**src/gs_dl_pkg.sv**
```systemverilog
// ROM download path shared definitions
// Region map, PROM layout and bus widths for the fixed game memory map

package gs_dl_pkg;

    // Bus widths
    localparam int addr_w = 22;
    localparam int data_w = 8;
    localparam int mask_w = 2;

    typedef enum logic [2:0] {
        reg_main,
        reg_sound,
        reg_char,
        reg_map,
        reg_scroll,
        reg_obj,
        reg_prom,
        reg_none
    } region_e;

    // Region start byte addresses, main starts at 0
    localparam logic [addr_w-1:0] sound_base  = 22'h01_8000;
    localparam logic [addr_w-1:0] char_base   = 22'h02_0000;
    localparam logic [addr_w-1:0] map_base    = 22'h02_4000;
    localparam logic [addr_w-1:0] scroll_base = 22'h02_C000;
    localparam logic [addr_w-1:0] obj_base    = 22'h06_C000;
    localparam logic [addr_w-1:0] prom_base   = 22'h0A_C000;

    // Scroll and object ROMs are split in two halves sharing one word
    localparam logic [addr_w-1:0] gfx_half = 22'h02_0000;

    localparam int prom_size  = 256;
    localparam int prom_count = 10;
    localparam int prom_idx_w = $clog2(prom_count);

    localparam logic [addr_w-1:0] prom_end = prom_base + addr_w'(prom_count * prom_size);

    // Bit position of each PROM in prom_we
    typedef enum logic [prom_idx_w-1:0] {
        prom_red    = 4'd0,
        prom_green  = 4'd1,
        prom_blue   = 4'd2,
        prom_char   = 4'd3,
        prom_scr_lo = 4'd4,
        prom_scr_hi = 4'd5,
        prom_obj_lo = 4'd6,
        prom_obj_hi = 4'd7,
        prom_spare  = 4'd8,
        prom_prior  = 4'd9
    } prom_e;

    function automatic logic [addr_w-1:0] region_base(region_e region);
        case (region)
            reg_sound:  return sound_base;
            reg_char:   return char_base;
            reg_map:    return map_base;
            reg_scroll: return scroll_base;
            reg_obj:    return obj_base;
            reg_prom:   return prom_base;
            default:    return '0;
        endcase
    endfunction

endpackage

```
**src/gs_dl_capture.sv**
```systemverilog
// Download capture stage
// Registers loader bytes while downloading, with a one-entry skid buffer
// so a strobe that arrives during a stall is kept

`timescale 1ns/100ps

module gs_dl_capture (
    input  logic                          clk,
    input  logic                          rst_n,
    input  logic                          downloading,
    input  logic                          ioctl_wr,
    input  logic [gs_dl_pkg::addr_w-1:0]  ioctl_addr,
    input  logic [gs_dl_pkg::data_w-1:0]  ioctl_dout,
    input  logic                          stall,
    output logic                          cap_valid,
    output logic [gs_dl_pkg::addr_w-1:0]  cap_addr,
    output logic [gs_dl_pkg::data_w-1:0]  cap_data
);

    logic                          accept;
    logic                          skid_valid;
    logic [gs_dl_pkg::addr_w-1:0]  skid_addr;
    logic [gs_dl_pkg::data_w-1:0]  skid_data;

    assign accept = downloading && ioctl_wr;

    always_ff @(posedge clk) begin
        if (!rst_n) begin
            cap_valid  <= 1'b0;
            skid_valid <= 1'b0;
        end else if (stall) begin
            // Output register is held, an empty one may still be filled
            if (accept && !cap_valid) begin
                cap_valid <= 1'b1;
            end else if (accept) begin
                skid_valid <= 1'b1;
            end
        end else begin
            cap_valid  <= skid_valid || accept;
            skid_valid <= skid_valid && accept;
        end
    end

    always_ff @(posedge clk) begin
        if (stall) begin
            if (accept && !cap_valid) begin
                cap_addr <= ioctl_addr;
                cap_data <= ioctl_dout;
            end else if (accept && !skid_valid) begin
                // A third strobe within one stall has nowhere to go
                skid_addr <= ioctl_addr;
                skid_data <= ioctl_dout;
            end
        end else if (skid_valid) begin
            // Older byte leaves first, a new one takes its place
            cap_addr <= skid_addr;
            cap_data <= skid_data;
            if (accept) begin
                skid_addr <= ioctl_addr;
                skid_data <= ioctl_dout;
            end
        end else if (accept) begin
            cap_addr <= ioctl_addr;
            cap_data <= ioctl_dout;
        end
    end

endmodule

```
**src/gs_dl_region.sv**
```systemverilog
// Download region decode stage
// Classifies each captured byte by ROM region and registers its offset
// from the start of that region. Bytes past the last PROM are dropped

`timescale 1ns/100ps

module gs_dl_region (
    input  logic                          clk,
    input  logic                          rst_n,
    input  logic                          cap_valid,
    input  logic [gs_dl_pkg::addr_w-1:0]  cap_addr,
    input  logic [gs_dl_pkg::data_w-1:0]  cap_data,
    input  logic                          stall,
    output logic                          reg_valid,
    output gs_dl_pkg::region_e            reg_region,
    output logic [gs_dl_pkg::addr_w-1:0]  reg_offset,
    output logic [gs_dl_pkg::data_w-1:0]  reg_data
);

    gs_dl_pkg::region_e            region_d;
    logic [gs_dl_pkg::addr_w-1:0]  offset_d;
    logic                          keep;

    // Highest region first, so each compare only needs a lower bound
    always_comb begin
        if (cap_addr >= gs_dl_pkg::prom_end) begin
            region_d = gs_dl_pkg::reg_none;
        end else if (cap_addr >= gs_dl_pkg::prom_base) begin
            region_d = gs_dl_pkg::reg_prom;
        end else if (cap_addr >= gs_dl_pkg::obj_base) begin
            region_d = gs_dl_pkg::reg_obj;
        end else if (cap_addr >= gs_dl_pkg::scroll_base) begin
            region_d = gs_dl_pkg::reg_scroll;
        end else if (cap_addr >= gs_dl_pkg::map_base) begin
            region_d = gs_dl_pkg::reg_map;
        end else if (cap_addr >= gs_dl_pkg::char_base) begin
            region_d = gs_dl_pkg::reg_char;
        end else if (cap_addr >= gs_dl_pkg::sound_base) begin
            region_d = gs_dl_pkg::reg_sound;
        end else begin
            region_d = gs_dl_pkg::reg_main;
        end
    end

    assign offset_d = cap_addr - gs_dl_pkg::region_base(region_d);

    // Out of map bytes never become valid downstream
    assign keep = cap_valid && (region_d != gs_dl_pkg::reg_none);

    always_ff @(posedge clk) begin
        if (!rst_n) begin
            reg_valid <= 1'b0;
        end else if (!stall) begin
            reg_valid <= keep;
        end
    end

    always_ff @(posedge clk) begin
        if (!stall && keep) begin
            reg_region <= region_d;
            reg_offset <= offset_d;
            reg_data   <= cap_data;
        end
    end

endmodule

```
**src/gs_dl_remap.sv**
```systemverilog
// Download remap stage
// Turns a region and offset into an SDRAM word write with lane mask,
// held until acknowledge, or into a one-cycle PROM write pulse

`timescale 1ns/100ps

module gs_dl_remap (
    input  logic                              clk,
    input  logic                              rst_n,
    input  logic                              reg_valid,
    input  gs_dl_pkg::region_e                reg_region,
    input  logic [gs_dl_pkg::addr_w-1:0]      reg_offset,
    input  logic [gs_dl_pkg::data_w-1:0]      reg_data,
    input  logic                              sdram_ack,
    output logic                              stall,
    output logic [gs_dl_pkg::addr_w-1:0]      prog_addr,
    output logic [gs_dl_pkg::data_w-1:0]      prog_data,
    output logic [gs_dl_pkg::mask_w-1:0]      prog_mask,
    output logic                              prog_we,
    output logic [gs_dl_pkg::prom_count-1:0]  prom_we
);

    logic                              accept;
    logic                              is_prom;
    logic                              lane_hi;
    logic [gs_dl_pkg::addr_w-1:0]      base;
    logic [gs_dl_pkg::addr_w-1:0]      byte_addr;
    logic [gs_dl_pkg::addr_w-1:0]      word_addr;
    logic [gs_dl_pkg::prom_idx_w-1:0]  prom_idx;

    // Next item waits while the current word is still unacknowledged
    assign stall   = prog_we && reg_valid;
    assign accept  = reg_valid && !prog_we;
    assign is_prom = (reg_region == gs_dl_pkg::reg_prom);

    always_comb begin
        base      = gs_dl_pkg::region_base(reg_region);
        byte_addr = base + reg_offset;
        case (reg_region)
            gs_dl_pkg::reg_scroll, gs_dl_pkg::reg_obj: begin
                // Two ROM halves interleaved as low and high lanes
                if (reg_offset < gs_dl_pkg::gfx_half) begin
                    lane_hi   = 1'b0;
                    word_addr = (base >> 1) + reg_offset;
                end else begin
                    lane_hi   = 1'b1;
                    word_addr = (base >> 1) + reg_offset - gs_dl_pkg::gfx_half;
                end
            end
            default: begin
                lane_hi   = byte_addr[0];
                word_addr = byte_addr >> 1;
            end
        endcase
    end

    assign prom_idx = gs_dl_pkg::prom_idx_w'(reg_offset / gs_dl_pkg::prom_size);

    always_ff @(posedge clk) begin
        if (!rst_n) begin
            prog_we <= 1'b0;
            prom_we <= '0;
        end else begin
            prom_we <= '0;
            if (prog_we && sdram_ack) begin
                prog_we <= 1'b0;
            end else if (accept && !is_prom) begin
                prog_we <= 1'b1;
            end
            // Spare PROM socket is not fitted on this board
            if (accept && is_prom && prom_idx != gs_dl_pkg::prom_spare) begin
                prom_we <= gs_dl_pkg::prom_count'(1) << prom_idx;
            end
        end
    end

    always_ff @(posedge clk) begin
        if (accept) begin
            prog_data <= reg_data;
            if (is_prom) begin
                prog_addr <= gs_dl_pkg::addr_w'(reg_offset % gs_dl_pkg::prom_size);
                prog_mask <= 2'b11;
            end else begin
                prog_addr <= word_addr;
                prog_mask <= lane_hi ? 2'b01 : 2'b10;
            end
        end
    end

endmodule

```
**src/gs_download.sv**
```systemverilog
// ROM download top level
// Capture, region decode and remap stages in a chain, sharing one stall.
// Without stall an output appears three clock edges after the strobe

`timescale 1ns/100ps

module gs_download (
    input  logic                              clk,
    input  logic                              rst_n,
    input  logic                              downloading,
    input  logic                              ioctl_wr,
    input  logic [gs_dl_pkg::addr_w-1:0]      ioctl_addr,
    input  logic [gs_dl_pkg::data_w-1:0]      ioctl_dout,
    input  logic                              sdram_ack,
    output logic [gs_dl_pkg::addr_w-1:0]      prog_addr,
    output logic [gs_dl_pkg::data_w-1:0]      prog_data,
    output logic [gs_dl_pkg::mask_w-1:0]      prog_mask,
    output logic                              prog_we,
    output logic [gs_dl_pkg::prom_count-1:0]  prom_we
);

    logic                          stall;
    logic                          cap_valid;
    logic [gs_dl_pkg::addr_w-1:0]  cap_addr;
    logic [gs_dl_pkg::data_w-1:0]  cap_data;
    logic                          reg_valid;
    gs_dl_pkg::region_e            reg_region;
    logic [gs_dl_pkg::addr_w-1:0]  reg_offset;
    logic [gs_dl_pkg::data_w-1:0]  reg_data;

    gs_dl_capture gs_dl_capture_inst (
        .clk         ( clk         ),
        .rst_n       ( rst_n       ),
        .downloading ( downloading ),
        .ioctl_wr    ( ioctl_wr    ),
        .ioctl_addr  ( ioctl_addr  ),
        .ioctl_dout  ( ioctl_dout  ),
        .stall       ( stall       ),
        .cap_valid   ( cap_valid   ),
        .cap_addr    ( cap_addr    ),
        .cap_data    ( cap_data    )
    );

    gs_dl_region gs_dl_region_inst (
        .clk        ( clk        ),
        .rst_n      ( rst_n      ),
        .cap_valid  ( cap_valid  ),
        .cap_addr   ( cap_addr   ),
        .cap_data   ( cap_data   ),
        .stall      ( stall      ),
        .reg_valid  ( reg_valid  ),
        .reg_region ( reg_region ),
        .reg_offset ( reg_offset ),
        .reg_data   ( reg_data   )
    );

    // Stall comes back from the last stage to both earlier ones
    gs_dl_remap gs_dl_remap_inst (
        .clk        ( clk        ),
        .rst_n      ( rst_n      ),
        .reg_valid  ( reg_valid  ),
        .reg_region ( reg_region ),
        .reg_offset ( reg_offset ),
        .reg_data   ( reg_data   ),
        .sdram_ack  ( sdram_ack  ),
        .stall      ( stall      ),
        .prog_addr  ( prog_addr  ),
        .prog_data  ( prog_data  ),
        .prog_mask  ( prog_mask  ),
        .prog_we    ( prog_we    ),
        .prom_we    ( prom_we    )
    );

endmodule
```
**config.mk**
```make
export PLATFORM = sky130hd
export DESIGN_NAME = gs_download
export DESIGN_NICKNAME = d
export VERILOG_FILES = /design/src/gs_dl_pkg.sv /design/src/gs_dl_capture.sv /design/src/gs_dl_region.sv /design/src/gs_dl_remap.sv /design/src/gs_download.sv
export SDC_FILE = /design/constraint.sdc
export NUM_CORES = 1
export LEC_CHECK = 0
export ABC_AREA = 0
export ABC_CLOCK_PERIOD_IN_PS = 3800
export BUFFER_PORTS_ARGS = -buffer_cell sky130_fd_sc_hd__buf_2
export CAP_MARGIN = 20
export CORE_UTILIZATION = 60
export CTS_BUF_LIST = sky130_fd_sc_hd__clkbuf_2 sky130_fd_sc_hd__clkbuf_4 sky130_fd_sc_hd__clkbuf_8
export DETAILED_ROUTE_END_ITERATION = 12
export PLACE_DENSITY = 0.82
export SYNTH_ARGS = -nofsm -noshare
export SYNTH_HDL_FRONTEND = slang
export SYNTH_SLANG_ARGS = --single-unit
```
**constraint.sdc**
```tcl
create_clock -name clk -period 3.8 [get_ports clk]
set_clock_uncertainty 0.1 [all_clocks]
set_input_delay 0.38 -clock clk [delete_from_list [all_inputs] [get_ports clk]]
set_output_delay 0.38 -clock clk [all_outputs]
set_load 0.02 [all_outputs]
```
==> summary.md, run 1 <==
| Metric | Value |
|---|---|
| Post-route ant nets | 0 |
| Critical path origin | gs_dl_capture_inst.cap_addr[17] |
| Initial Util | 0.623 |
| Yosys cell types | 56 |
| Die width | 103 µm |
| Port bufs | 77 |
| Initial antenna violation count | 0 |
| Worst Setup End Kind | flop |
| DP Wirelength | 7.40 mm |
| GRT Residual Overflow | 0 |
| Clock network fraction of design power | 0.398 |
| CP Launch Type | flop |
| Filler cells | 626 |
| DRC | 0 |
| Main area contributors after synthesis | edfxtp_1, mux2_1, dfxtp_1, ha_1, mux2_2 |
| Area of the mapped netlist | 0.00612 mm² |
| Syn_area_per_cell | 14.5 µm² |
| Crit path required time | 3.87 ns |
| Crit Path Max Fanout | 12 |
| HP Class | input pin to flop |
| Pwr/cell area | 425 mW/mm² |
| DR pass1 iterations | 5 |
| Normalized max-slew margin | 0.301 |
| Seq pwr share | 0.563 |
| Area delta synth->final | 15.9% |
| Die Area | 0.0106 mm² |
| RSZ-0062 raised after global routing | no |
| CP Cell Sequence | nor2b_2, nand3_1, a221o_1, nor2_1, o22a_1, ha_1, nor2b_1, o21ai_0, a21boi_0, o21ai_0, nor2b_1, xnor2_1 |
| Post-synth ARST share | 0 |
| Reg2reg path depth | 12 |
| First-pass GRT wire length | 16.0 mm |
| R2R Setup Slk | 0.41 ns |
| Max-cap violations | 0 |
| RR Startpoint | gs_dl_capture_inst.cap_addr[17] |
| Peak supply drop | 0.354 mV |
| DR WL/cell | 15.6 µm |
| Largest net degree at the start of global routing | 34 |
| Main synth FF type | edfxtp_1 |
| Hold Path Origin | ioctl_addr[2] |
| Leak | 2.63 nW |
| Slowest cell delay on critical path | 0.55 ns |
| Clock root buffer | clkbuf_8 |
| Status | finished clean |
| Worst Path Arrival | 3.47 ns |
| Area occupied by multi-input gates | 0.00201 mm² |
| Max-slew violation count | 0 |
| Post-synth top area share | 0.614 |
| I/O pin count | 78 |
| CTS clk-pin slew, worst paths | 0.08 ns |
| Crit. path cell count | 12 |
| Setup Crit Path Kind | flop to flop |
| Critical path's slowest cell | edfxtp_1 |
| CTS buffer count | 17 |
| Final setup viols | 0 |
| Cell Int Power | 2.36 mW |
| DR vias/cell | 5.64 |
| Fmax | 295 MHz |
| Least-Margin Pin Slew | 1.05 ns |
| GPL Wtd Cong | 0.889 |
| Clk sinks | 139 |
| Net count after synthesis | 479 |
| Synth warn | 0 |
| Post-synth EDFFs | 125 |
| Combinational power share | 0.039 |
| Final hold vios | 0 |
| Setup bufs post-CTS | 0 |
| Final Non-Filler Cells | 658 |
| Clock Path Buffers | 2 |
| Die H | 103 µm |
| Number of global-route vias before repair | 3420 |
| Final period util | 0.893 |
| Number of cells on the worst hold path | 1 |
| All-Layer GR Usage | 0.205 |
| Core Footprint | 0.00982 mm² |
| CP top delay family | compound AO/OA/AOI/OAI gates |
| Seq/Total Area, Yosys | 0.660 |
| Bufs and invs on worst path | 0 |
| Sw Ratio | 0.217 |
| DRT iter0 DRCs | 167 |
| Via count | 3713 |
| R2R Path End | gs_dl_region_inst.reg_offset[19] |
| Max H-tree Level | 4 |
| Setup TNS | 0 ns |
| Routed Wire Length | 10.3 mm |
| Share of post-route cells with drive strength above 1 | 0.265 |
| CTS tree | yes |
| N_diodes | 0 |
| Minimum clock period | 3.39 ns |
| Seq cells post-synth | 139 |
| # nets final | 569 |
| Hold_buf cts | 0 |
| Net Sw Power | 0.653 mW |
| Post-synth top area cell | edfxtp_1 |
| Gate Count Post-Synth | 422 |
| Total Power | 3.01 mW |
| Worst skew pair latency | 0.43 ns |
| Std cell rows | 36 |
| Placed cell count | 626 |
| Crit path to | gs_dl_region_inst.reg_offset[19] |
| Reg area | 0.00403 mm² |
[metrics by stage]
| step | hold WS, ns | util | worst slack [ns] | instance area, µm² |
|---|---|---|---|---|
| 2_1_floorplan | 0.300 | - | 0.348 | 6120 |
| 3_3_place_gp | 0.300 | 0.680 | 0.643 | 6680 |
| 3_5_place_dp | 0.307 | 0.680 | 0.397 | 6680 |
| 4_1_cts | 0.0174 | 0.722 | 0.316 | 7090 |
| 5_1_grt | 0.0144 | 0.722 | 0.118 | 7090 |
| 6_report | 0.0338 | 0.722 | 0.405 | 7090 |
[registers in the layout, summed over array words and instances, names as in the netlist]
name	count
gs_dl_capture_inst.skid_data	8
gs_dl_region_inst.reg_data	8
gs_dl_capture_inst.cap_valid	1
gs_dl_capture_inst.skid_addr	22
gs_dl_region_inst.reg_valid	1
gs_dl_region_inst.reg_region	3
gs_dl_remap_inst.prog_data	8
gs_dl_remap_inst.prom_we	10
gs_dl_region_inst.reg_offset	22
gs_dl_capture_inst.skid_valid	1
gs_dl_remap_inst.prog_addr	22
gs_dl_remap_inst.prog_mask	2
gs_dl_capture_inst.cap_data	8
gs_dl_remap_inst.prog_we	1
gs_dl_capture_inst.cap_addr	22
[routing by layer]
layer  part of all wire  vias to the layer above  global-route usage  wire [µm]
met5                  0                        -                   0          0
met4              0.020                        0               0.103        207
met3              0.055                       21              0.0468        563
met2               0.50                      135               0.336       5130
met1               0.43                     1763               0.258       4380
li1                   -                     1794                   -          -
[logic make-up (layout without fill, tap and decap cells)]
logic type	Yosys count	after routing	share of synthesized area
AO/OA/AOI/OAI	82	82	0.0935
XOR/XNOR	17	17	0.0243
adder cells (fa/ha/maj)	22	22	0.0487
buffers and inverters	23	126	0.0178
flip-flops	139	139	0.660
multiplexers	39	39	0.0718
other	1	1	0.000613
AND/OR/NAND/NOR	99	99	0.0837
[synth_stat cells, drive strengths merged, types with 6 or more instances]
library cell and count:
nor3b 7, nor2b 8, ha 19, nand2 19, o21ai 17, a211oi 6, inv 11, xnor2 14
a21oi 15, o21a 6, nand3 7, edfxtp 125, mux2 39, a22o 8, dfxtp 14, buf 7
nor2 30, nor3 9
[worst reg2reg max path, cell delays in order (launching register included)]
cell and delay (ns):
edfxtp_1 0.55, nor2b_2 0.38, nand3_1 0.13, a221o_1 0.41, nor2_1 0.19, o22a_1 0.17, ha_1 0.23, nor2b_1 0.13
o21ai_0 0.19, a21boi_0 0.15, o21ai_0 0.24, nor2b_1 0.20, xnor2_1 0.08
[worst min-delay path by stage]
stage	endpoint
2_1_floorplan	gs_dl_region_inst.reg_data[0]
3_3_place_gp	gs_dl_region_inst.reg_offset[8]
3_5_place_dp	gs_dl_remap_inst.prog_data[5]
4_1_cts	gs_dl_capture_inst.skid_addr[2]
5_1_grt	gs_dl_capture_inst.skid_addr[2]
6_report	gs_dl_capture_inst.skid_addr[2]
[area by class of cell]
class                           count  share of cell area
Sequential cell                   139               0.569
Multi-Input combinational cell    260               0.283
Timing Repair Buffer               83              0.0607
Clock buffer                       19              0.0360
Tap cell                          133              0.0235
Clock inverter                     13              0.0221
Inverter                           11             0.00582
[cells in the final DEF, fill, tap and decap left out, drive strengths merged, types with 4 or more instances in the layout]
cell,n
nor2b,8
nand2,19
edfxtp,125
ha,19
a21o,5
a211o,5
inv,16
a22o,8
a21boi,4
clkinv,4
buf,83
o21ai,17
nor2,30
nand3,7
nor3b,7
nor3,9
nand2b,4
clkbuf,19
xnor2,14
dfxtp,14
a21oi,15
o21a,6
a211oi,6
mux2,39
[what timing repair did]
action / CTS / global route
hold endpoints to repair: 0 / 0
resized for setup: 0 / 1
setup endpoints to repair: 0 / 2
[power groups by stage]
stage	clock network (mW)	registers [mW]	logic, mW
2_1_floorplan	0	1.73	0.0748
3_3_place_gp	0	1.73	0.111
3_5_place_dp	0	1.73	0.117
4_1_cts	1.22	1.70	0.119
5_1_grt	1.27	1.70	0.132
6_report	1.20	1.70	0.118
Note: power is estimated with default switching activity, not from simulation.
==> run 2, diff against run 1 <==
BUFFER_PORTS_ARGS = not set   (was -buffer_cell sky130_fd_sc_hd__buf_2)
CORE_UTILIZATION = 63   (was 60)
CTS_BUF_LIST = not set   (was sky130_fd_sc_hd__clkbuf_2 sky130_fd_sc_hd__clkbuf_4 sky130_fd_sc_hd__clkbuf_8)
DONT_BUFFER_PORTS = 1   (was not set)
PLACE_DENSITY = 0.79   (was 0.82)
==> summary.md, run 2 (synthesis gave the netlist of run 1 again) <==
| Metric | Value |
|---|---|
| Status | finished clean (unchanged) |
| Routed Wire Length | 10.7 mm (was 10.3 mm) |
| Least-Margin Pin Slew | 1.04 ns (was 1.05 ns) |
| Worst Setup End Kind | flop (unchanged) |
| Final period util | 0.898 (was 0.893) |
| Core Footprint | 0.00933 mm² (was 0.00982 mm²) |
| Port bufs | 0 (was 77) |
| Final Non-Filler Cells | 608 (was 658) |
| RSZ-0062 raised after global routing | no (unchanged) |
| Sw Ratio | 0.202 (was 0.217) |
| Combinational power share | 0.036 (was 0.039) |
| Most frequent cells in the layout | edfxtp_1, dlygate4sd3_1, nor2_1 (was edfxtp_1, buf_2, nor2_1) |
| Largest net degree at the start of global routing | 33 (was 34) |
| Peak supply drop | 0.439 mV (was 0.354 mV) |
| Pwr/cell area | 478 mW/mm² (was 425 mW/mm²) |
| Cell Int Power | 2.75 mW (was 2.36 mW) |
| Via count | 3567 (was 3713) |
| Pre-CTS WS | 0.452 ns (was 0.397 ns) |
| Initial Util | 0.656 (was 0.623) |
| Die H | 101 µm (was 103 µm) |
| Clock network fraction of design power | 0.470 (was 0.398) |
| CTS tree | yes (unchanged) |
| Seq pwr share | 0.494 (was 0.563) |
| Minimum clock period | 3.41 ns (was 3.39 ns) |
| Max-slew violation count | 0 (unchanged) |
| DRT iter0 DRCs | 130 (was 167) |
| Clk sinks | 139 (unchanged) |
| DR WL/cell | 17.6 µm (was 15.6 µm) |
| Number of global-route vias before repair | 3485 (was 3420) |
| Area occupied by multi-input gates | 0.00201 mm² (about the same) |
| Std cell rows | 35 (was 36) |
| Reg area | 0.00403 mm² (unchanged) |
| Area delta synth->final | 17.6% (was 15.9%) |
| Placed cell count | 545 (was 626) |
| HP Class | input pin to flop (unchanged) |
| Share of post-route cells with drive strength above 1 | 0.123 (was 0.265) |
| I/O pin count | 78 (unchanged) |
| Final hold vios | 0 (unchanged) |
| Worst skew pair latency | 0.51 ns (was 0.43 ns) |
| Crit Path Max Fanout | 12 (unchanged) |
| DR pass1 iterations | 6 (was 5) |
| # nets final | 524 (was 569) |
| Total Power | 3.44 mW (was 3.01 mW) |
| All-Layer GR Usage | 0.228 (was 0.205) |
| N_diodes | 0 (unchanged) |
| Max H-tree Level | 4 (unchanged) |
| Clock Path Buffers | 2 (unchanged) |
| Normalized max-slew margin | 0.304 (was 0.301) |
| Fmax | 293 MHz (was 295 MHz) |
| First-pass GRT wire length | 17.1 mm (was 16.0 mm) |
| Leak | 2.53 nW (was 2.63 nW) |
| Setup bufs post-CTS | 0 (unchanged) |
| Setup TNS | 0 ns (unchanged) |
| Crit path required time | 3.97 ns (was 3.87 ns) |
| Die width | 101 µm (was 103 µm) |
| Setup slack after layout | 0.389 ns (was 0.405 ns) |
| DP Wirelength | 6.81 mm (was 7.40 mm) |
| CTS clk-pin slew, worst paths | 0.06 ns (was 0.08 ns) |
| Clock root buffer | clkbuf_8 (unchanged) |
| DR vias/cell | 5.87 (was 5.64) |
| Filler cells | 553 (was 626) |
| Max-cap violations | 0 (unchanged) |
| Die Area | 0.0101 mm² (was 0.0106 mm²) |
| Post-route ant nets | 0 (unchanged) |
| Post-cts resize count | 0 (unchanged) |
| Initial antenna violation count | 0 (unchanged) |
| GRT Residual Overflow | 0 (unchanged) |
| GPL Wtd Cong | 0.889 (about the same) |
| Net Sw Power | 0.697 mW (was 0.653 mW) |
| Worst Path Arrival | 3.58 ns (was 3.47 ns) |
| Setup Crit Path Kind | flop to flop (unchanged) |
| Commonest non-fill, non-tap cell in the layout | edfxtp_1 (unchanged) |
| Final setup viols | 0 (unchanged) |
| CP Launch Type | flop (unchanged) |
| CTS buffer count | 17 (unchanged) |
| DRC | 0 (unchanged) |
## run 2: changes by cell type in the layout (fill, tap and decap cells not counted), sizes merged
cell,change
inv,-2
clkinvlp,-1
buf,-77
clkbuf,-2
bufinv,+1
clkinv,+3
dlygate4sd3,+32
## run 2: final timing paths
check / startpoint / to / slack (ns) / cells past startpoint
setup / recovery: gs_dl_capture_inst.cap_addr[17] / gs_dl_region_inst.reg_offset[19] / 0.39 / 12
hold / removal: ioctl_wr / gs_dl_capture_inst.cap_valid / 0.13 / 2
setup reg to reg: gs_dl_capture_inst.cap_addr[17] / gs_dl_region_inst.reg_offset[19] / 0.39 / 12
hold reg to reg: gs_dl_capture_inst.cap_addr[1] / gs_dl_region_inst.reg_offset[1] / 0.32 / 0
## run 2: metal layers
| layer | wire, µm | track usage |
|---|---|---|
| met5 | 0 | 0 |
| met4 | 171 | 0.0936 |
| met3 | 577 | 0.0589 |
| met2 | 5520 | 0.375 |
| met1 | 4450 | 0.289 |
## run 2: stage by stage
step | util | hold slack, ns | area, µm²
2_1_floorplan | - | 0.300 | 6120
3_3_place_gp | 0.674 | 0.302 | 6290
3_5_place_dp | 0.674 | 0.305 | 6290
4_1_cts | 0.771 | 0.107 | 7190
5_1_grt | 0.771 | 0.119 | 7190
6_report | 0.771 | 0.132 | 7190
## run 2: cell type report
cell class / instances / area share
multi-input combinational: 260 / 0.279
clock buffer: 17 / 0.0576
sequential: 139 / 0.561
timing repair buffer: 38 / 0.0508
tap: 129 / 0.0224
inverter: 11 / 0.00574
clock inverter: 14 / 0.0235
## run 2: power by group through the flow
stage / logic [mW] / clock network (mW) / registers (mW)
detailed placement: 0.0898 / 0 / 1.73
finish: 0.124 / 1.62 / 1.70
CTS: 0.123 / 1.63 / 1.70
global route: 0.137 / 1.70 / 1.70
floorplan: 0.0748 / 0 / 1.73
global placement: 0.0867 / 0 / 1.73
## run 2: worst max-delay path, stage by stage (launching register included)
cell and delay [ns]:
edfxtp_1 0.55, nor2b_1 0.45, nand3_1 0.12, a221o_1 0.41, nor2_1 0.17, o22a_1 0.16, ha_1 0.21, nor2b_1 0.12
o21ai_0 0.21, a21boi_0 0.15, o21ai_0 0.23, nor2b_1 0.20, xnor2_1 0.07
## run 2: what timing repair did
item	4_1_cts	5_1_grt
hold buffers	32	0
hold endpoints to repair	65	0
setup endpoints to repair	0	0
==> run 3, diff against run 2 <==
CORE_MARGIN = 5   (was not set)
==> summary.md, run 3 (synthesis gave the netlist of run 1 again) <==
| Metric | Value |
|---|---|
| Peak supply drop | 0.364 mV (was 0.439 mV) |
| Final hold vios | 0 (unchanged) |
| Placed cell count | 551 (was 545) |
| Port bufs | 0 (unchanged) |
| Setup TNS | 0 ns (unchanged) |
| DR vias/cell | 5.82 (was 5.87) |
| Pwr/cell area | 465 mW/mm² (was 478 mW/mm²) |
| Max-cap violations | 0 (unchanged) |
| GPL Wtd Cong | 0.864 (was 0.889) |
| Status | finished clean (unchanged) |
| Hold Path Origin | ioctl_wr (unchanged) |
| Initial antenna violation count | 0 (unchanged) |
| Setup bufs post-CTS | 0 (unchanged) |
| Most frequent cells in the layout | edfxtp_1, dlygate4sd3_1, nor2_1 (unchanged) |
| Commonest non-fill, non-tap cell in the layout | edfxtp_1 (unchanged) |
| Crit path required time | 3.97 ns (about the same) |
| CP Launch Type | flop (unchanged) |
| Routed Wire Length | 11.6 mm (was 10.7 mm) |
| Worst skew pair latency | 0.52 ns (was 0.51 ns) |
| CTS clk-pin slew, worst paths | 0.06 ns (about the same) |
| HP Class | input pin to flop (unchanged) |
| Die Area | 0.0118 mm² (was 0.0101 mm²) |
| Largest net degree at the start of global routing | 32 (was 33) |
| GRT Residual Overflow | 0 (unchanged) |
| Max H-tree Level | 4 (unchanged) |
| CTS tree | yes (unchanged) |
| Critical path origin | gs_dl_capture_inst.cap_addr[17] (unchanged) |
| All-Layer GR Usage | 0.212 (was 0.228) |
| Fmax | 291 MHz (was 293 MHz) |
| I/O pin count | 78 (unchanged) |
| Area delta synth->final | 17.3% (was 17.6%) |
| Final Non-Filler Cells | 615 (was 608) |
| Clk sinks | 139 (unchanged) |
| DRT iter0 DRCs | 278 (was 130) |
| Die H | 109 µm (was 101 µm) |
| Minimum clock period | 3.44 ns (was 3.41 ns) |
| DP Wirelength | 7.37 mm (was 6.81 mm) |
| Leak | 2.50 nW (was 2.53 nW) |
| Share of post-route cells with drive strength above 1 | 0.129 (was 0.123) |
| Clock root buffer | clkbuf_8 (unchanged) |
| Setup Crit Path Kind | flop to flop (unchanged) |
| Crit Path Max Fanout | 12 (unchanged) |
| Least-Margin Pin Slew | 0.687 ns (was 1.04 ns) |
| Core Footprint | 0.00964 mm² (was 0.00933 mm²) |
| Final period util | 0.905 (was 0.898) |
| Final setup viols | 0 (unchanged) |
| Post-cts resize count | 0 (unchanged) |
| Number of global-route vias before repair | 3567 (was 3485) |
| DR WL/cell | 18.8 µm (was 17.6 µm) |
| Via count | 3577 (was 3567) |
| RR Startpoint | gs_dl_capture_inst.cap_addr[17] (unchanged) |
| Initial Util | 0.634 (was 0.656) |
| RSZ-0062 raised after global routing | no (unchanged) |
| Worst Path Arrival | 3.61 ns (was 3.58 ns) |
| CTS buffer count | 17 (unchanged) |
| Max-slew violation count | 0 (unchanged) |
| First-pass GRT wire length | 18.5 mm (was 17.1 mm) |
| N_diodes | 0 (unchanged) |
| Total Power | 3.34 mW (was 3.44 mW) |
| Worst Setup End Kind | flop (unchanged) |
| DRC | 0 (unchanged) |
| Normalized max-slew margin | 0.541 (was 0.304) |
| DR pass1 iterations | 5 (was 6) |
| Clock Path Buffers | 2 (unchanged) |
| Std cell rows | 36 (was 35) |
| Die width | 109 µm (was 101 µm) |
| Post-route ant nets | 0 (unchanged) |
| # nets final | 526 (was 524) |
run 3: cell types whose count changed in the layout (fill, tap and decap cells not counted), sizes merged:
cell,previous run,this run
buf,6,8
bufinv,3,0
clkbuf,17,18
clkinv,7,2
clkinvlp,1,4
inv,14,19
run 3: cell type report:
cell class,count,area (µm²)
clock buffers,18,418
clock inverters,14,125
fillers,564,2460
inverters,11,41.3
multi-input cells,260,2010
flip-flops and latches,139,4030
well taps,133,166
repair buffers,40,380
run 3: power by group:
part	total [mW]	internal [mW]	leakage, nW	switching, mW
logic	0.128	0.0641	0.996	0.0638
clock network	1.51	0.826	0.255	0.682
registers	1.70	1.68	1.25	0.0173
total	3.34	2.57	2.50	0.763
run 3: layer usage:
metal	wire, µm	track usage	vias to the layer above
met5	0	0	-
met4	196	0.0748	0
met3	697	0.0627	20
met2	6060	0.366	132
met1	4610	0.255	1712
li1	-	-	1713
run 3: through the flow:
stage	hold slack [ns]	util	instance area, µm²	setup WS [ns]
floorplan	0.300	-	6120	0.348
global placement	0.300	0.655	6310	0.643
detailed placement	0.305	0.655	6310	0.442
CTS	0.0415	0.744	7170	0.413
global route	0.102	0.744	7170	0.113
finish	0.0596	0.744	7170	0.362
run 3: path summary, 6_finish.rpt:
kind	endpoint	slack (ns)	depth (start not counted)
setup / recovery	gs_dl_region_inst.reg_offset[19]	0.36	12
hold / removal	gs_dl_capture_inst.cap_valid	0.06	2
setup reg to reg	gs_dl_region_inst.reg_offset[19]	0.36	12
hold reg to reg	gs_dl_region_inst.reg_offset[2]	0.32	0
run 3: what timing repair did:
item	in CTS	in global routing
hold endpoints to repair	65	0
setup endpoints to repair	0	0
hold buffers	32	0
run 3: worst max-delay path: stages (launching register included):
cell      delay [ns]
edfxtp_1        0.55
nor2b_1         0.47
nand3_1         0.14
a221o_1         0.43
nor2_1          0.18
o22a_1          0.16
ha_1            0.21
nor2b_1         0.12
o21ai_0         0.19
a21boi_0        0.15
o21ai_0         0.22
nor2b_1         0.19
xnor2_1         0.08
